### src/source/heap_pkg.sv
package heap_pkg;

	// heap geometry
	localparam int heap_width = 24;        // payload over an 8-bit header
	localparam int payload_width = 16;
	localparam int num_banks = 4;
	localparam int slots_per_bank = 8;
	localparam int bank_index_width = 2;
	localparam int slot_index_width = 3;
	localparam int max_block = 4;          // largest block in slots
	localparam int size_width = 3;

	// header bit positions, same layout as the original collector
	localparam int used_bit = 0;
	localparam int head_bit = 1;
	localparam int size_lsb = 2;           // bits 2 to 4
	localparam int colour_lsb = 5;         // bits 5 and 6
	localparam int refers_bit = 7;
	localparam int payload_lsb = 8;

	localparam int colour_width = 2;
	localparam logic [1:0] colour_white = 2'b00;
	localparam logic [1:0] colour_grey = 2'b01;
	localparam logic [1:0] colour_black = 2'b11;

	// collector limits
	localparam int depth_of_graph = 10;    // most marking passes per collection
	localparam int pass_width = 4;
	localparam int gc_threshold = 22;      // 70 percent of the 32 heap slots
	localparam int freed_width = 6;

	// bank sequencer states, whitening happens on the idle edge that sees gc_start
	localparam int state_width = 2;
	localparam logic [1:0] st_idle = 2'd0;
	localparam logic [1:0] st_grey = 2'd1;
	localparam logic [1:0] st_mark = 2'd2;
	localparam logic [1:0] st_sweep = 2'd3;

	// a head payload is a link when its refers bit is set and plain data otherwise
	typedef union packed
	{
		logic [payload_width-1:0] data_word;
		struct packed
		{
			logic [payload_width-slot_index_width-1:0] unused;
			logic [slot_index_width-1:0] target_slot;    // head slot in the same bank
		} link;
	} heap_payload_u;

endpackage
### src/source/heap_top.sv
`timescale 1ns/100ps

module heap_top
(
	input  logic gc,
	input  logic reset,
	input  logic alloc_valid,
	input  logic [heap_pkg::size_width-1:0] alloc_size,
	input  logic alloc_refers,
	input  heap_pkg::heap_payload_u alloc_payload,
	input  logic unroot_valid,
	input  logic [heap_pkg::bank_index_width-1:0] unroot_bank,
	input  logic [heap_pkg::slot_index_width-1:0] unroot_slot,
	input  logic rd_valid,
	input  logic [heap_pkg::bank_index_width-1:0] rd_bank,
	input  logic [heap_pkg::slot_index_width-1:0] rd_slot,
	input  logic gc_request,
	output logic alloc_done,
	output logic alloc_ok,
	output logic [heap_pkg::bank_index_width-1:0] alloc_bank,
	output logic [heap_pkg::slot_index_width-1:0] alloc_slot,
	output logic rd_done,
	output logic [heap_pkg::heap_width-1:0] rd_data,
	output logic gc_busy,
	output logic gc_done,
	output logic [heap_pkg::freed_width-1:0] freed_total
);

	logic [heap_pkg::num_banks-1:0] bank_wr;
	logic [heap_pkg::num_banks-1:0] bank_unroot;
	logic [heap_pkg::num_banks-1:0][heap_pkg::slots_per_bank-1:0] used_map;
	logic [heap_pkg::num_banks-1:0] bank_done;
	logic [heap_pkg::num_banks-1:0][heap_pkg::freed_width-1:0] bank_freed;
	logic [heap_pkg::num_banks-1:0][heap_pkg::heap_width-1:0] bank_rd_word;
	logic [heap_pkg::slot_index_width-1:0] wr_slot;
	logic [heap_pkg::size_width-1:0] wr_size;
	logic wr_refers;
	heap_pkg::heap_payload_u wr_payload;
	logic [heap_pkg::slot_index_width-1:0] bank_unroot_slot;
	logic gc_start;

	alloc_dispatcher alloc_dispatcher_inst
	(
		.gc(gc), .reset(reset),
		.alloc_valid(alloc_valid), .alloc_refers(alloc_refers),
		.alloc_size(alloc_size), .alloc_payload(alloc_payload),
		.unroot_valid(unroot_valid), .unroot_bank(unroot_bank), .unroot_slot(unroot_slot),
		.gc_request(gc_request), .used_map(used_map),
		.gc_done(gc_done), .freed_total(freed_total),
		.alloc_done(alloc_done), .alloc_ok(alloc_ok),
		.alloc_bank(alloc_bank), .alloc_slot(alloc_slot),
		.bank_wr(bank_wr), .wr_slot(wr_slot), .wr_size(wr_size),
		.wr_refers(wr_refers), .wr_payload(wr_payload),
		.bank_unroot(bank_unroot), .unroot_slot_out(bank_unroot_slot),
		.gc_start(gc_start), .gc_busy(gc_busy)
	);

	// one collector per bank, links never leave their bank
	for (genvar b = 0; b < heap_pkg::num_banks; b++)
	begin : gen_bank
		heap_bank heap_bank_inst
		(
			.gc(gc), .reset(reset),
			.wr_en(bank_wr[b]), .wr_slot(wr_slot), .wr_size(wr_size),
			.wr_refers(wr_refers), .wr_payload(wr_payload),
			.unroot_en(bank_unroot[b]), .unroot_slot(bank_unroot_slot),
			.gc_start(gc_start), .rd_slot(rd_slot),
			.used_map(used_map[b]), .rd_word(bank_rd_word[b]),
			.bank_done(bank_done[b]), .bank_freed(bank_freed[b])
		);
	end

	gc_merger gc_merger_inst
	(
		.gc(gc), .reset(reset),
		.bank_done(bank_done), .bank_freed(bank_freed),
		.rd_valid(rd_valid), .rd_bank(rd_bank), .bank_rd_word(bank_rd_word),
		.gc_done(gc_done), .freed_total(freed_total),
		.rd_done(rd_done), .rd_data(rd_data)
	);

endmodule

### src/source/gc_merger.sv
`timescale 1ns/100ps

module gc_merger
(
	input  logic gc,
	input  logic reset,
	input  logic [heap_pkg::num_banks-1:0] bank_done,
	input  logic [heap_pkg::num_banks-1:0][heap_pkg::freed_width-1:0] bank_freed,
	input  logic rd_valid,
	input  logic [heap_pkg::bank_index_width-1:0] rd_bank,
	input  logic [heap_pkg::num_banks-1:0][heap_pkg::heap_width-1:0] bank_rd_word,
	output logic gc_done,
	output logic [heap_pkg::freed_width-1:0] freed_total,
	output logic rd_done,
	output logic [heap_pkg::heap_width-1:0] rd_data
);

	logic [heap_pkg::num_banks-1:0] done_seen;
	logic [heap_pkg::num_banks-1:0] seen_next;
	logic [heap_pkg::freed_width-1:0] freed_acc;
	logic [heap_pkg::freed_width-1:0] sum_next;
	logic [heap_pkg::bank_index_width-1:0] rd_bank_q;

	// banks finish at different times since marking stops early per bank
	always_comb
	begin
		seen_next = done_seen | bank_done;
		sum_next = freed_acc;
		for (int b = 0; b < heap_pkg::num_banks; b++)
		begin
			if (bank_done[b])
				sum_next = sum_next + bank_freed[b];
		end
	end

	always_ff @(posedge gc)
	begin
		if (reset)
		begin
			done_seen <= '0;
			freed_acc <= '0;
			gc_done <= 1'b0;
			rd_done <= 1'b0;
		end
		else
		begin
			gc_done <= &seen_next;
			rd_done <= rd_valid;
			done_seen <= (&seen_next) ? '0 : seen_next;
			freed_acc <= (&seen_next) ? '0 : sum_next;
		end
	end

	always_ff @(posedge gc)
	begin
		if (&seen_next)
			freed_total <= sum_next;
		rd_bank_q <= rd_bank;
	end

	assign rd_data = bank_rd_word[rd_bank_q];    // bank words are already registered

endmodule

### src/source/heap_bank.sv
`timescale 1ns/100ps

module heap_bank
(
	input  logic gc,
	input  logic reset,
	input  logic wr_en,
	input  logic [heap_pkg::slot_index_width-1:0] wr_slot,
	input  logic [heap_pkg::size_width-1:0] wr_size,
	input  logic wr_refers,
	input  heap_pkg::heap_payload_u wr_payload,
	input  logic unroot_en,
	input  logic [heap_pkg::slot_index_width-1:0] unroot_slot,
	input  logic gc_start,
	input  logic [heap_pkg::slot_index_width-1:0] rd_slot,
	output logic [heap_pkg::slots_per_bank-1:0] used_map,
	output logic [heap_pkg::heap_width-1:0] rd_word,
	output logic bank_done,
	output logic [heap_pkg::freed_width-1:0] bank_freed
);

	logic [heap_pkg::payload_lsb-1:0] header [heap_pkg::slots_per_bank];
	heap_pkg::heap_payload_u payload [heap_pkg::slots_per_bank];
	logic [heap_pkg::slots_per_bank-1:0] root;
	logic [heap_pkg::state_width-1:0] state;
	logic [heap_pkg::pass_width-1:0] pass_cnt;

	logic [heap_pkg::colour_width-1:0] colour [heap_pkg::slots_per_bank];
	logic [heap_pkg::colour_width-1:0] next_colour [heap_pkg::slots_per_bank];
	logic [heap_pkg::slots_per_bank-1:0] is_head;
	logic [heap_pkg::slots_per_bank-1:0] dead;
	logic [heap_pkg::freed_width-1:0] freed_count;
	logic any_grey;
	logic owner_dead;

	function automatic logic [heap_pkg::payload_lsb-1:0] make_header(input logic head,
		input logic [heap_pkg::size_width-1:0] size, input logic refers);
		logic [heap_pkg::payload_lsb-1:0] h;
		h = '0;
		h[heap_pkg::used_bit] = 1'b1;
		h[heap_pkg::head_bit] = head;
		h[heap_pkg::size_lsb +: heap_pkg::size_width] = size;
		h[heap_pkg::colour_lsb +: heap_pkg::colour_width] = heap_pkg::colour_white;
		h[heap_pkg::refers_bit] = refers;
		return h;
	endfunction

	always_comb
	begin
		for (int s = 0; s < heap_pkg::slots_per_bank; s++)
		begin
			used_map[s] = header[s][heap_pkg::used_bit];
			is_head[s] = header[s][heap_pkg::used_bit] && header[s][heap_pkg::head_bit];
			colour[s] = header[s][heap_pkg::colour_lsb +: heap_pkg::colour_width];
		end
	end

	// one marking pass: grey heads turn black and grey their white link targets
	always_comb
	begin
		any_grey = 1'b0;
		for (int s = 0; s < heap_pkg::slots_per_bank; s++)
			next_colour[s] = colour[s];
		for (int s = 0; s < heap_pkg::slots_per_bank; s++)
		begin
			if (is_head[s] && colour[s] == heap_pkg::colour_grey)
			begin
				any_grey = 1'b1;
				next_colour[s] = heap_pkg::colour_black;
				if (header[s][heap_pkg::refers_bit] &&
					is_head[payload[s].link.target_slot] &&
					colour[payload[s].link.target_slot] == heap_pkg::colour_white)
					next_colour[payload[s].link.target_slot] = heap_pkg::colour_grey;
			end
		end
	end

	// tail slots share the fate of the head in front of them
	always_comb
	begin
		owner_dead = 1'b0;
		freed_count = '0;
		for (int s = 0; s < heap_pkg::slots_per_bank; s++)
		begin
			if (is_head[s])
				owner_dead = (colour[s] == heap_pkg::colour_white);
			dead[s] = used_map[s] && owner_dead;
			freed_count = freed_count + dead[s];
		end
	end

	always_ff @(posedge gc)
	begin
		if (reset)
		begin
			for (int s = 0; s < heap_pkg::slots_per_bank; s++)
				header[s] <= '0;
			root <= '0;
			state <= heap_pkg::st_idle;
			pass_cnt <= '0;
			bank_done <= 1'b0;
			bank_freed <= '0;
		end
		else
		begin
			bank_done <= 1'b0;
			for (int s = 0; s < heap_pkg::slots_per_bank; s++)
			begin
				if (wr_en && s >= wr_slot && s < wr_slot + wr_size)
				begin
					header[s] <= make_header(s == wr_slot, wr_size, wr_refers && s == wr_slot);
					root[s] <= (s == wr_slot);    // every new block starts as a root
				end
				else if (unroot_en && s == unroot_slot)
					root[s] <= 1'b0;
			end
			case (state)
				heap_pkg::st_idle:
				begin
					if (gc_start)
					begin
						for (int s = 0; s < heap_pkg::slots_per_bank; s++)
							header[s][heap_pkg::colour_lsb +: heap_pkg::colour_width] <= heap_pkg::colour_white;
						state <= heap_pkg::st_grey;
					end
				end
				heap_pkg::st_grey:
				begin
					for (int s = 0; s < heap_pkg::slots_per_bank; s++)
					begin
						if (is_head[s] && root[s])
							header[s][heap_pkg::colour_lsb +: heap_pkg::colour_width] <= heap_pkg::colour_grey;
					end
					pass_cnt <= '0;
					state <= heap_pkg::st_mark;
				end
				heap_pkg::st_mark:
				begin
					for (int s = 0; s < heap_pkg::slots_per_bank; s++)
						header[s][heap_pkg::colour_lsb +: heap_pkg::colour_width] <= next_colour[s];
					pass_cnt <= pass_cnt + 1'b1;
					if (!any_grey || pass_cnt == heap_pkg::depth_of_graph - 1)
						state <= heap_pkg::st_sweep;    // graph settled or depth limit hit
				end
				default:
				begin
					for (int s = 0; s < heap_pkg::slots_per_bank; s++)
					begin
						if (dead[s])
							header[s] <= '0;
						else
							header[s][heap_pkg::colour_lsb +: heap_pkg::colour_width] <= heap_pkg::colour_white;
					end
					bank_done <= 1'b1;
					bank_freed <= freed_count;
					state <= heap_pkg::st_idle;
				end
			endcase
		end
	end

	// head gets the payload, tails are zero filled
	always_ff @(posedge gc)
	begin
		for (int s = 0; s < heap_pkg::slots_per_bank; s++)
		begin
			if (wr_en && s >= wr_slot && s < wr_slot + wr_size)
				payload[s] <= (s == wr_slot) ? wr_payload : '0;
		end
		rd_word <= {payload[rd_slot], header[rd_slot]};
	end

endmodule

### src/source/alloc_dispatcher.sv
`timescale 1ns/100ps

module alloc_dispatcher
(
	input  logic gc,
	input  logic reset,
	input  logic alloc_valid,
	input  logic alloc_refers,
	input  logic [heap_pkg::size_width-1:0] alloc_size,
	input  heap_pkg::heap_payload_u alloc_payload,
	input  logic unroot_valid,
	input  logic [heap_pkg::bank_index_width-1:0] unroot_bank,
	input  logic [heap_pkg::slot_index_width-1:0] unroot_slot,
	input  logic gc_request,
	input  logic [heap_pkg::num_banks-1:0][heap_pkg::slots_per_bank-1:0] used_map,
	input  logic gc_done,
	input  logic [heap_pkg::freed_width-1:0] freed_total,
	output logic alloc_done,
	output logic alloc_ok,
	output logic [heap_pkg::bank_index_width-1:0] alloc_bank,
	output logic [heap_pkg::slot_index_width-1:0] alloc_slot,
	output logic [heap_pkg::num_banks-1:0] bank_wr,
	output logic [heap_pkg::slot_index_width-1:0] wr_slot,
	output logic [heap_pkg::size_width-1:0] wr_size,
	output logic wr_refers,
	output heap_pkg::heap_payload_u wr_payload,
	output logic [heap_pkg::num_banks-1:0] bank_unroot,
	output logic [heap_pkg::slot_index_width-1:0] unroot_slot_out,
	output logic gc_start,
	output logic gc_busy
);

	logic fit_found;
	logic [heap_pkg::bank_index_width-1:0] fit_bank;
	logic [heap_pkg::slot_index_width-1:0] fit_slot;
	logic accept;
	logic busy_q;
	logic auto_fired;      // threshold already triggered a collection
	logic trigger;
	logic [heap_pkg::freed_width-1:0] live_count;
	logic [heap_pkg::freed_width-1:0] live_next;

	// true when size slots from first are free and stay inside the bank
	function automatic logic block_free(input logic [heap_pkg::slots_per_bank-1:0] map,
		input int first, input logic [heap_pkg::size_width-1:0] size);
		logic ok;
		ok = (size != 0) && (size <= heap_pkg::max_block);
		ok = ok && (first + size <= heap_pkg::slots_per_bank);
		for (int k = 0; k < heap_pkg::max_block; k++)
		begin
			if (k < size && first + k < heap_pkg::slots_per_bank)
				ok = ok && !map[first + k];
		end
		return ok;
	endfunction

	// first fit, lowest bank first and then lowest slot
	always_comb
	begin
		fit_found = 1'b0;
		fit_bank = '0;
		fit_slot = '0;
		for (int b = 0; b < heap_pkg::num_banks; b++)
		begin
			for (int s = 0; s < heap_pkg::slots_per_bank; s++)
			begin
				if (!fit_found && block_free(used_map[b], s, alloc_size))
				begin
					fit_found = 1'b1;
					fit_bank = b[heap_pkg::bank_index_width-1:0];
					fit_slot = s[heap_pkg::slot_index_width-1:0];
				end
			end
		end
	end

	assign accept = alloc_valid && !gc_busy && fit_found;
	assign gc_busy = busy_q && !gc_done;    // drops together with the gc_done pulse
	assign trigger = !gc_busy && (gc_request || (live_count >= heap_pkg::gc_threshold && !auto_fired));

	// the bank write lands on the same edge that registers alloc_done
	always_comb
	begin
		for (int b = 0; b < heap_pkg::num_banks; b++)
		begin
			bank_wr[b] = accept && (fit_bank == b);
			bank_unroot[b] = unroot_valid && (unroot_bank == b);
		end
	end

	assign wr_slot = fit_slot;
	assign wr_size = alloc_size;
	assign wr_refers = alloc_refers;
	assign wr_payload = alloc_payload;
	assign unroot_slot_out = unroot_slot;

	always_comb
	begin
		live_next = live_count;
		if (accept)
			live_next = live_next + alloc_size;
		if (gc_done)
			live_next = live_next - freed_total;    // merger reports the slots reclaimed
	end

	always_ff @(posedge gc)
	begin
		if (reset)
		begin
			alloc_done <= 1'b0;
			alloc_ok <= 1'b0;
			gc_start <= 1'b0;
			busy_q <= 1'b0;
			auto_fired <= 1'b0;
			live_count <= '0;
		end
		else
		begin
			alloc_done <= alloc_valid;
			alloc_ok <= accept;
			gc_start <= trigger;
			live_count <= live_next;
			if (trigger)
				busy_q <= 1'b1;
			else if (gc_done)
				busy_q <= 1'b0;
			if (live_count < heap_pkg::gc_threshold)
				auto_fired <= 1'b0;    // rearm once the heap has drained
			else if (trigger)
				auto_fired <= 1'b1;
		end
	end

	always_ff @(posedge gc)
	begin
		alloc_bank <= fit_bank;
		alloc_slot <= fit_slot;
	end

endmodule

### config.mk
export PLATFORM = sky130hd
export DESIGN_NAME = heap_top
export DESIGN_NICKNAME = d
export VERILOG_FILES = /design/src/source/heap_pkg.sv /design/src/source/heap_top.sv /design/src/source/gc_merger.sv /design/src/source/heap_bank.sv /design/src/source/alloc_dispatcher.sv
export SDC_FILE = /design/constraint.sdc
export NUM_CORES = 2
export LEC_CHECK = 0
export BUFFER_PORTS_ARGS = -buffer_cell sky130_fd_sc_hd__buf_2
export CORE_ASPECT_RATIO = 1.5
export CORE_MARGIN = 4
export CORE_UTILIZATION = 45
export CTS_CLUSTER_DIAMETER = 200
export CTS_CLUSTER_SIZE = 24
export DETAILED_ROUTE_END_ITERATION = 12
export PLACE_DENSITY_LB_ADDON = 0.2
export SLEW_MARGIN = 40
export SYNTH_ARGS = -nofsm -noshare
export SYNTH_HDL_FRONTEND = slang
export SYNTH_SLANG_ARGS = --single-unit
### constraint.sdc
create_clock -name gc -period 6.81 [get_ports gc]
set_clock_uncertainty 0.15 [all_clocks]
set_input_delay 0.681 -clock gc [delete_from_list [all_inputs] [get_ports gc]]
set_output_delay 0.681 -clock gc [all_outputs]
set_load 0.005 [all_outputs]
==> impl_metrics.env <==
export IMPL_yosysSeqAreaShare=0.5260
export IMPL_critPathArrivalTime_ps=6040
export IMPL_critPathMostFrequentCell="inv_1"
export IMPL_end_kind="flip-flop"
export IMPL_numCtsBuffers=46
export IMPL_yosys_area_top_type="edfxtp_1"
export IMPL_fin_area_um2=51570
export IMPL_clockBufferDepth=3
export IMPL_synth_edf_count=558
export IMPL_synth_top_area_frac=0.3508
export IMPL_grt_util_all_layers=0.3261
export IMPL_holdWs_ps=87.42
export IMPL_synth_area_leaders="edfxtp_1 35%, dfxtp_1 18%, mux4_2 10%"
export IMPL_grt_pass1_vias=35367
export IMPL_slew_viol_final=0
export IMPL_synth_warnings=0
export IMPL_switching_share=0.3020
export IMPL_critPathKind="reg2reg"
export IMPL_die_h_um=407.0
export IMPL_yosysMostFrequentCell="edfxtp_1"
export IMPL_antenna_found_initial=15
export IMPL_hp_start="rd_valid"
export IMPL_worstMarginPinSlew_ps=871.7
export IMPL_grt_pass1_wl_um=260500
export IMPL_maxCapViolCount=0
export IMPL_grt_max_degree=100
export IMPL_ir_worst_vdd_uv=212.3
export IMPL_ys_top_cells_by_count="558 x edfxtp_1, 418 x dfxtp_1, 348 x nor2_1, 297 x nand2_1, 245 x a21oi_1"
export IMPL_h_tree_depth=2
export IMPL_cp_start_kind="flip-flop"
export IMPL_async_reset_ff_frac=0
export IMPL_tritoncts="done"
export IMPL_seqPwrFrac=0.556
export IMPL_syn_area_per_cell_um2=11.62
export IMPL_worstPathRequired_ps=6950
export IMPL_port_buffers=75
export IMPL_fin_ws_ps=906.9
export IMPL_status="complete, no violations"
export IMPL_cts_resized_gates=0
export IMPL_syn_inst=4109
export IMPL_antenna_left=0
export IMPL_vias=35815
export IMPL_power_frac_clock=0.261
export IMPL_max_freq_ghz=0.1694
export IMPL_fin_crit_ps=5903
export IMPL_viasPerCell=6.442
export IMPL_crit_path_top_delay_cell="dfxtp_1"
export IMPL_gr_total_overflow=0
export IMPL_drive_above_1_share=0.1655
export IMPL_power_w=0.01246
export IMPL_dr_pass1_iters=6
export IMPL_synth_nets=4233
export IMPL_ctsRootBufferMaster="clkbuf_16"
export IMPL_powerDensity_nw_per_um2=241.6
export IMPL_critPathBufInv=4
export IMPL_startpoint="gen_bank[0].heap_bank_inst.header[3][0]"
export IMPL_start_util=0.4524
export IMPL_path_max_fanout=16
export IMPL_cp_slowest_stage_delay_ps=710
export IMPL_layout_nets=4235
export IMPL_path_clk_slew_ps=100
export IMPL_clk_latency_ps=680
export IMPL_rows=146
export IMPL_hp_class="in2reg"
export IMPL_synth_seq_cells=976
export IMPL_crit_family="compound AO/OA/AOI/OAI gates"
export IMPL_setup_tns_ps=0
export IMPL_intPower_w=0.008695
export IMPL_drc_errors=0
export IMPL_rsz0062_at_grt="no"
export IMPL_syn_area_um2=47770
export IMPL_die_area_um2=111500
export IMPL_synth_flop_cell="edfxtp_1"
export IMPL_syn_to_final_growth_pct=7.952
export IMPL_crit_chain="inv_1, o211ai_1, a41oi_2, nor4_4, nand4_2, o31ai_1, nor2_1, inv_4, ha_1, xor2_1, and2_1, a31oi_1, o21ai_2, or2_2, inv_1, buf_4"
export IMPL_die_w_um=274.0
export IMPL_relSlewSlack=0.4135
export IMPL_switchingPower_w=0.003763
export IMPL_comb_power_share=0.182
export IMPL_drt_total_wl_um=183600
export IMPL_coreArea_um2=105600
export IMPL_yosysUniqueCellTypes=112
export IMPL_static_leakage_power_nw=17.07
export IMPL_preCtsSetupSlack_ps=472.2
export IMPL_setup_viol=0
export IMPL_finalCritPeriodShare=0.8668
export IMPL_wl_per_cell_um=33.02
export IMPL_clkSinkCount=976
export IMPL_gp_congestion=1.038
export IMPL_dp_final_hpwl_um=138300
export IMPL_placed_cell_area_um2=50170
export IMPL_ioPinCount=76
export IMPL_drt_iter0_markers=4313
export IMPL_worstReg2RegStart="gen_bank[0].heap_bank_inst.header[3][0]"
export IMPL_hold_viol_final=0
-- worst reg2reg max path, delay by kind of cell (launching register included) --
kind            cells  cell delay (ps)
xor+xnor            1              190
compound gates      5             1620
buf+inv             4              980
fa+ha+maj           1              290
flops               1              710
simple gates        5             1570
-- path summary, 6_finish.rpt --
path	end	slack [ps]	cells past startpoint
hold reg to reg	gen_bank[1].heap_bank_inst.header[3][2]	310	2
setup reg to reg	gen_bank[2].heap_bank_inst.payload[4][13]	910	16
setup / recovery	gen_bank[2].heap_bank_inst.payload[4][13]	910	16
hold / removal	gc_merger_inst.rd_done	90	2
-- power by group through the flow --
stage          clock [W]  combinational [W]  sequential (W)
4_1_cts          0.00331            0.00224         0.00692
3_5_place_dp           0            0.00223         0.00706
5_1_grt          0.00351            0.00239         0.00696
3_3_place_gp           0            0.00222         0.00706
6_report         0.00326            0.00227         0.00693
2_1_floorplan          0            0.00137         0.00689
-- stage by stage --
stage	instances	utilization
2_1_floorplan	4109	-
3_3_place_gp	5462	0.4735
3_5_place_dp	5467	0.4751
4_1_cts	5552	0.4880
5_1_grt	5557	0.4883
6_report	5560	0.4884
-- sequential cells by signal, summed over array words and instances (netlist names), 2 cells and up --
name                                cells
gen_bank.heap_bank_inst.bank_freed     16
gc_merger_inst.rd_bank_q                2
gen_bank.heap_bank_inst.payload       512
gen_bank.heap_bank_inst.rd_word        96
gen_bank.heap_bank_inst.pass_cnt       16
gen_bank.heap_bank_inst.bank_done       4
alloc_dispatcher_inst.live_count        6
gc_merger_inst.freed_acc                6
gc_merger_inst.freed_total              6
gc_merger_inst.done_seen                4
alloc_dispatcher_inst.alloc_bank        2
gen_bank.heap_bank_inst.root           32
gen_bank.heap_bank_inst.header        256
gen_bank.heap_bank_inst.state           8
alloc_dispatcher_inst.alloc_slot        3
-- cells by family (layout without fill, tap and decap cells) --
family	count (synthesis)	after routing	synth area share
xor gates and xnor gates	30	30	0.005501
AOI/OAI and AO/OA	838	838	0.1172
DFF	976	976	0.5260
adders and majority gates	88	88	0.02667
buffers and inverters	399	436	0.03389
other	0	8	0
and+or+nand+nor	1382	1382	0.1470
muxes	396	396	0.1438
-- area by class of cell --
type,count,area (µm²)
tap,1406,1759
antenna,8,20.02
sequential,976,25130
clock buffer,79,1275
timing repair buffer,196,1519
inverter,157,594.3
fill,9592,54020
multi-input combinational,2734,21200
clock inverter,4,67.56
-- cell usage in the layout, fill, tap and decap left out, types with 52 or more instances in the layout --
cell type | synthesis | routed
nor3_1 | 111 | 103
and2_1 | 119 | 119
mux2_2 | 111 | 111
mux4_2 | 221 | 221
inv_1 | 143 | 142
nor3b_1 | 54 | 53
mux2i_1 | 64 | 64
nor2b_1 | 52 | 52
o21ai_0 | 136 | 134
nand3_1 | 137 | 137
dfxtp_1 | 418 | 415
ha_1 | 65 | 64
nor2_1 | 348 | 339
buf_4 | 10 | 106
edfxtp_1 | 558 | 558
buf_2 | 32 | 71
a21oi_1 | 245 | 243
nand2_1 | 297 | 297
-- per-layer routing --
metal  vias up  wire length (µm)  track usage  share of wire
met2      1890             89980       0.5571           0.49
li1      15514                 -            -              -
met4        12             16330       0.2279          0.089
met3       532             12080      0.03819          0.066
met1     17867             65120       0.3829           0.35
met5         -                81            0        0.00044
-- what timing repair did --
action / CTS / global route
setup buffers: 0 / 0
endpoints found under the hold margin: 2 / 0
hold buffers: 2 / 0
Power figures use the tool's default switching activity.
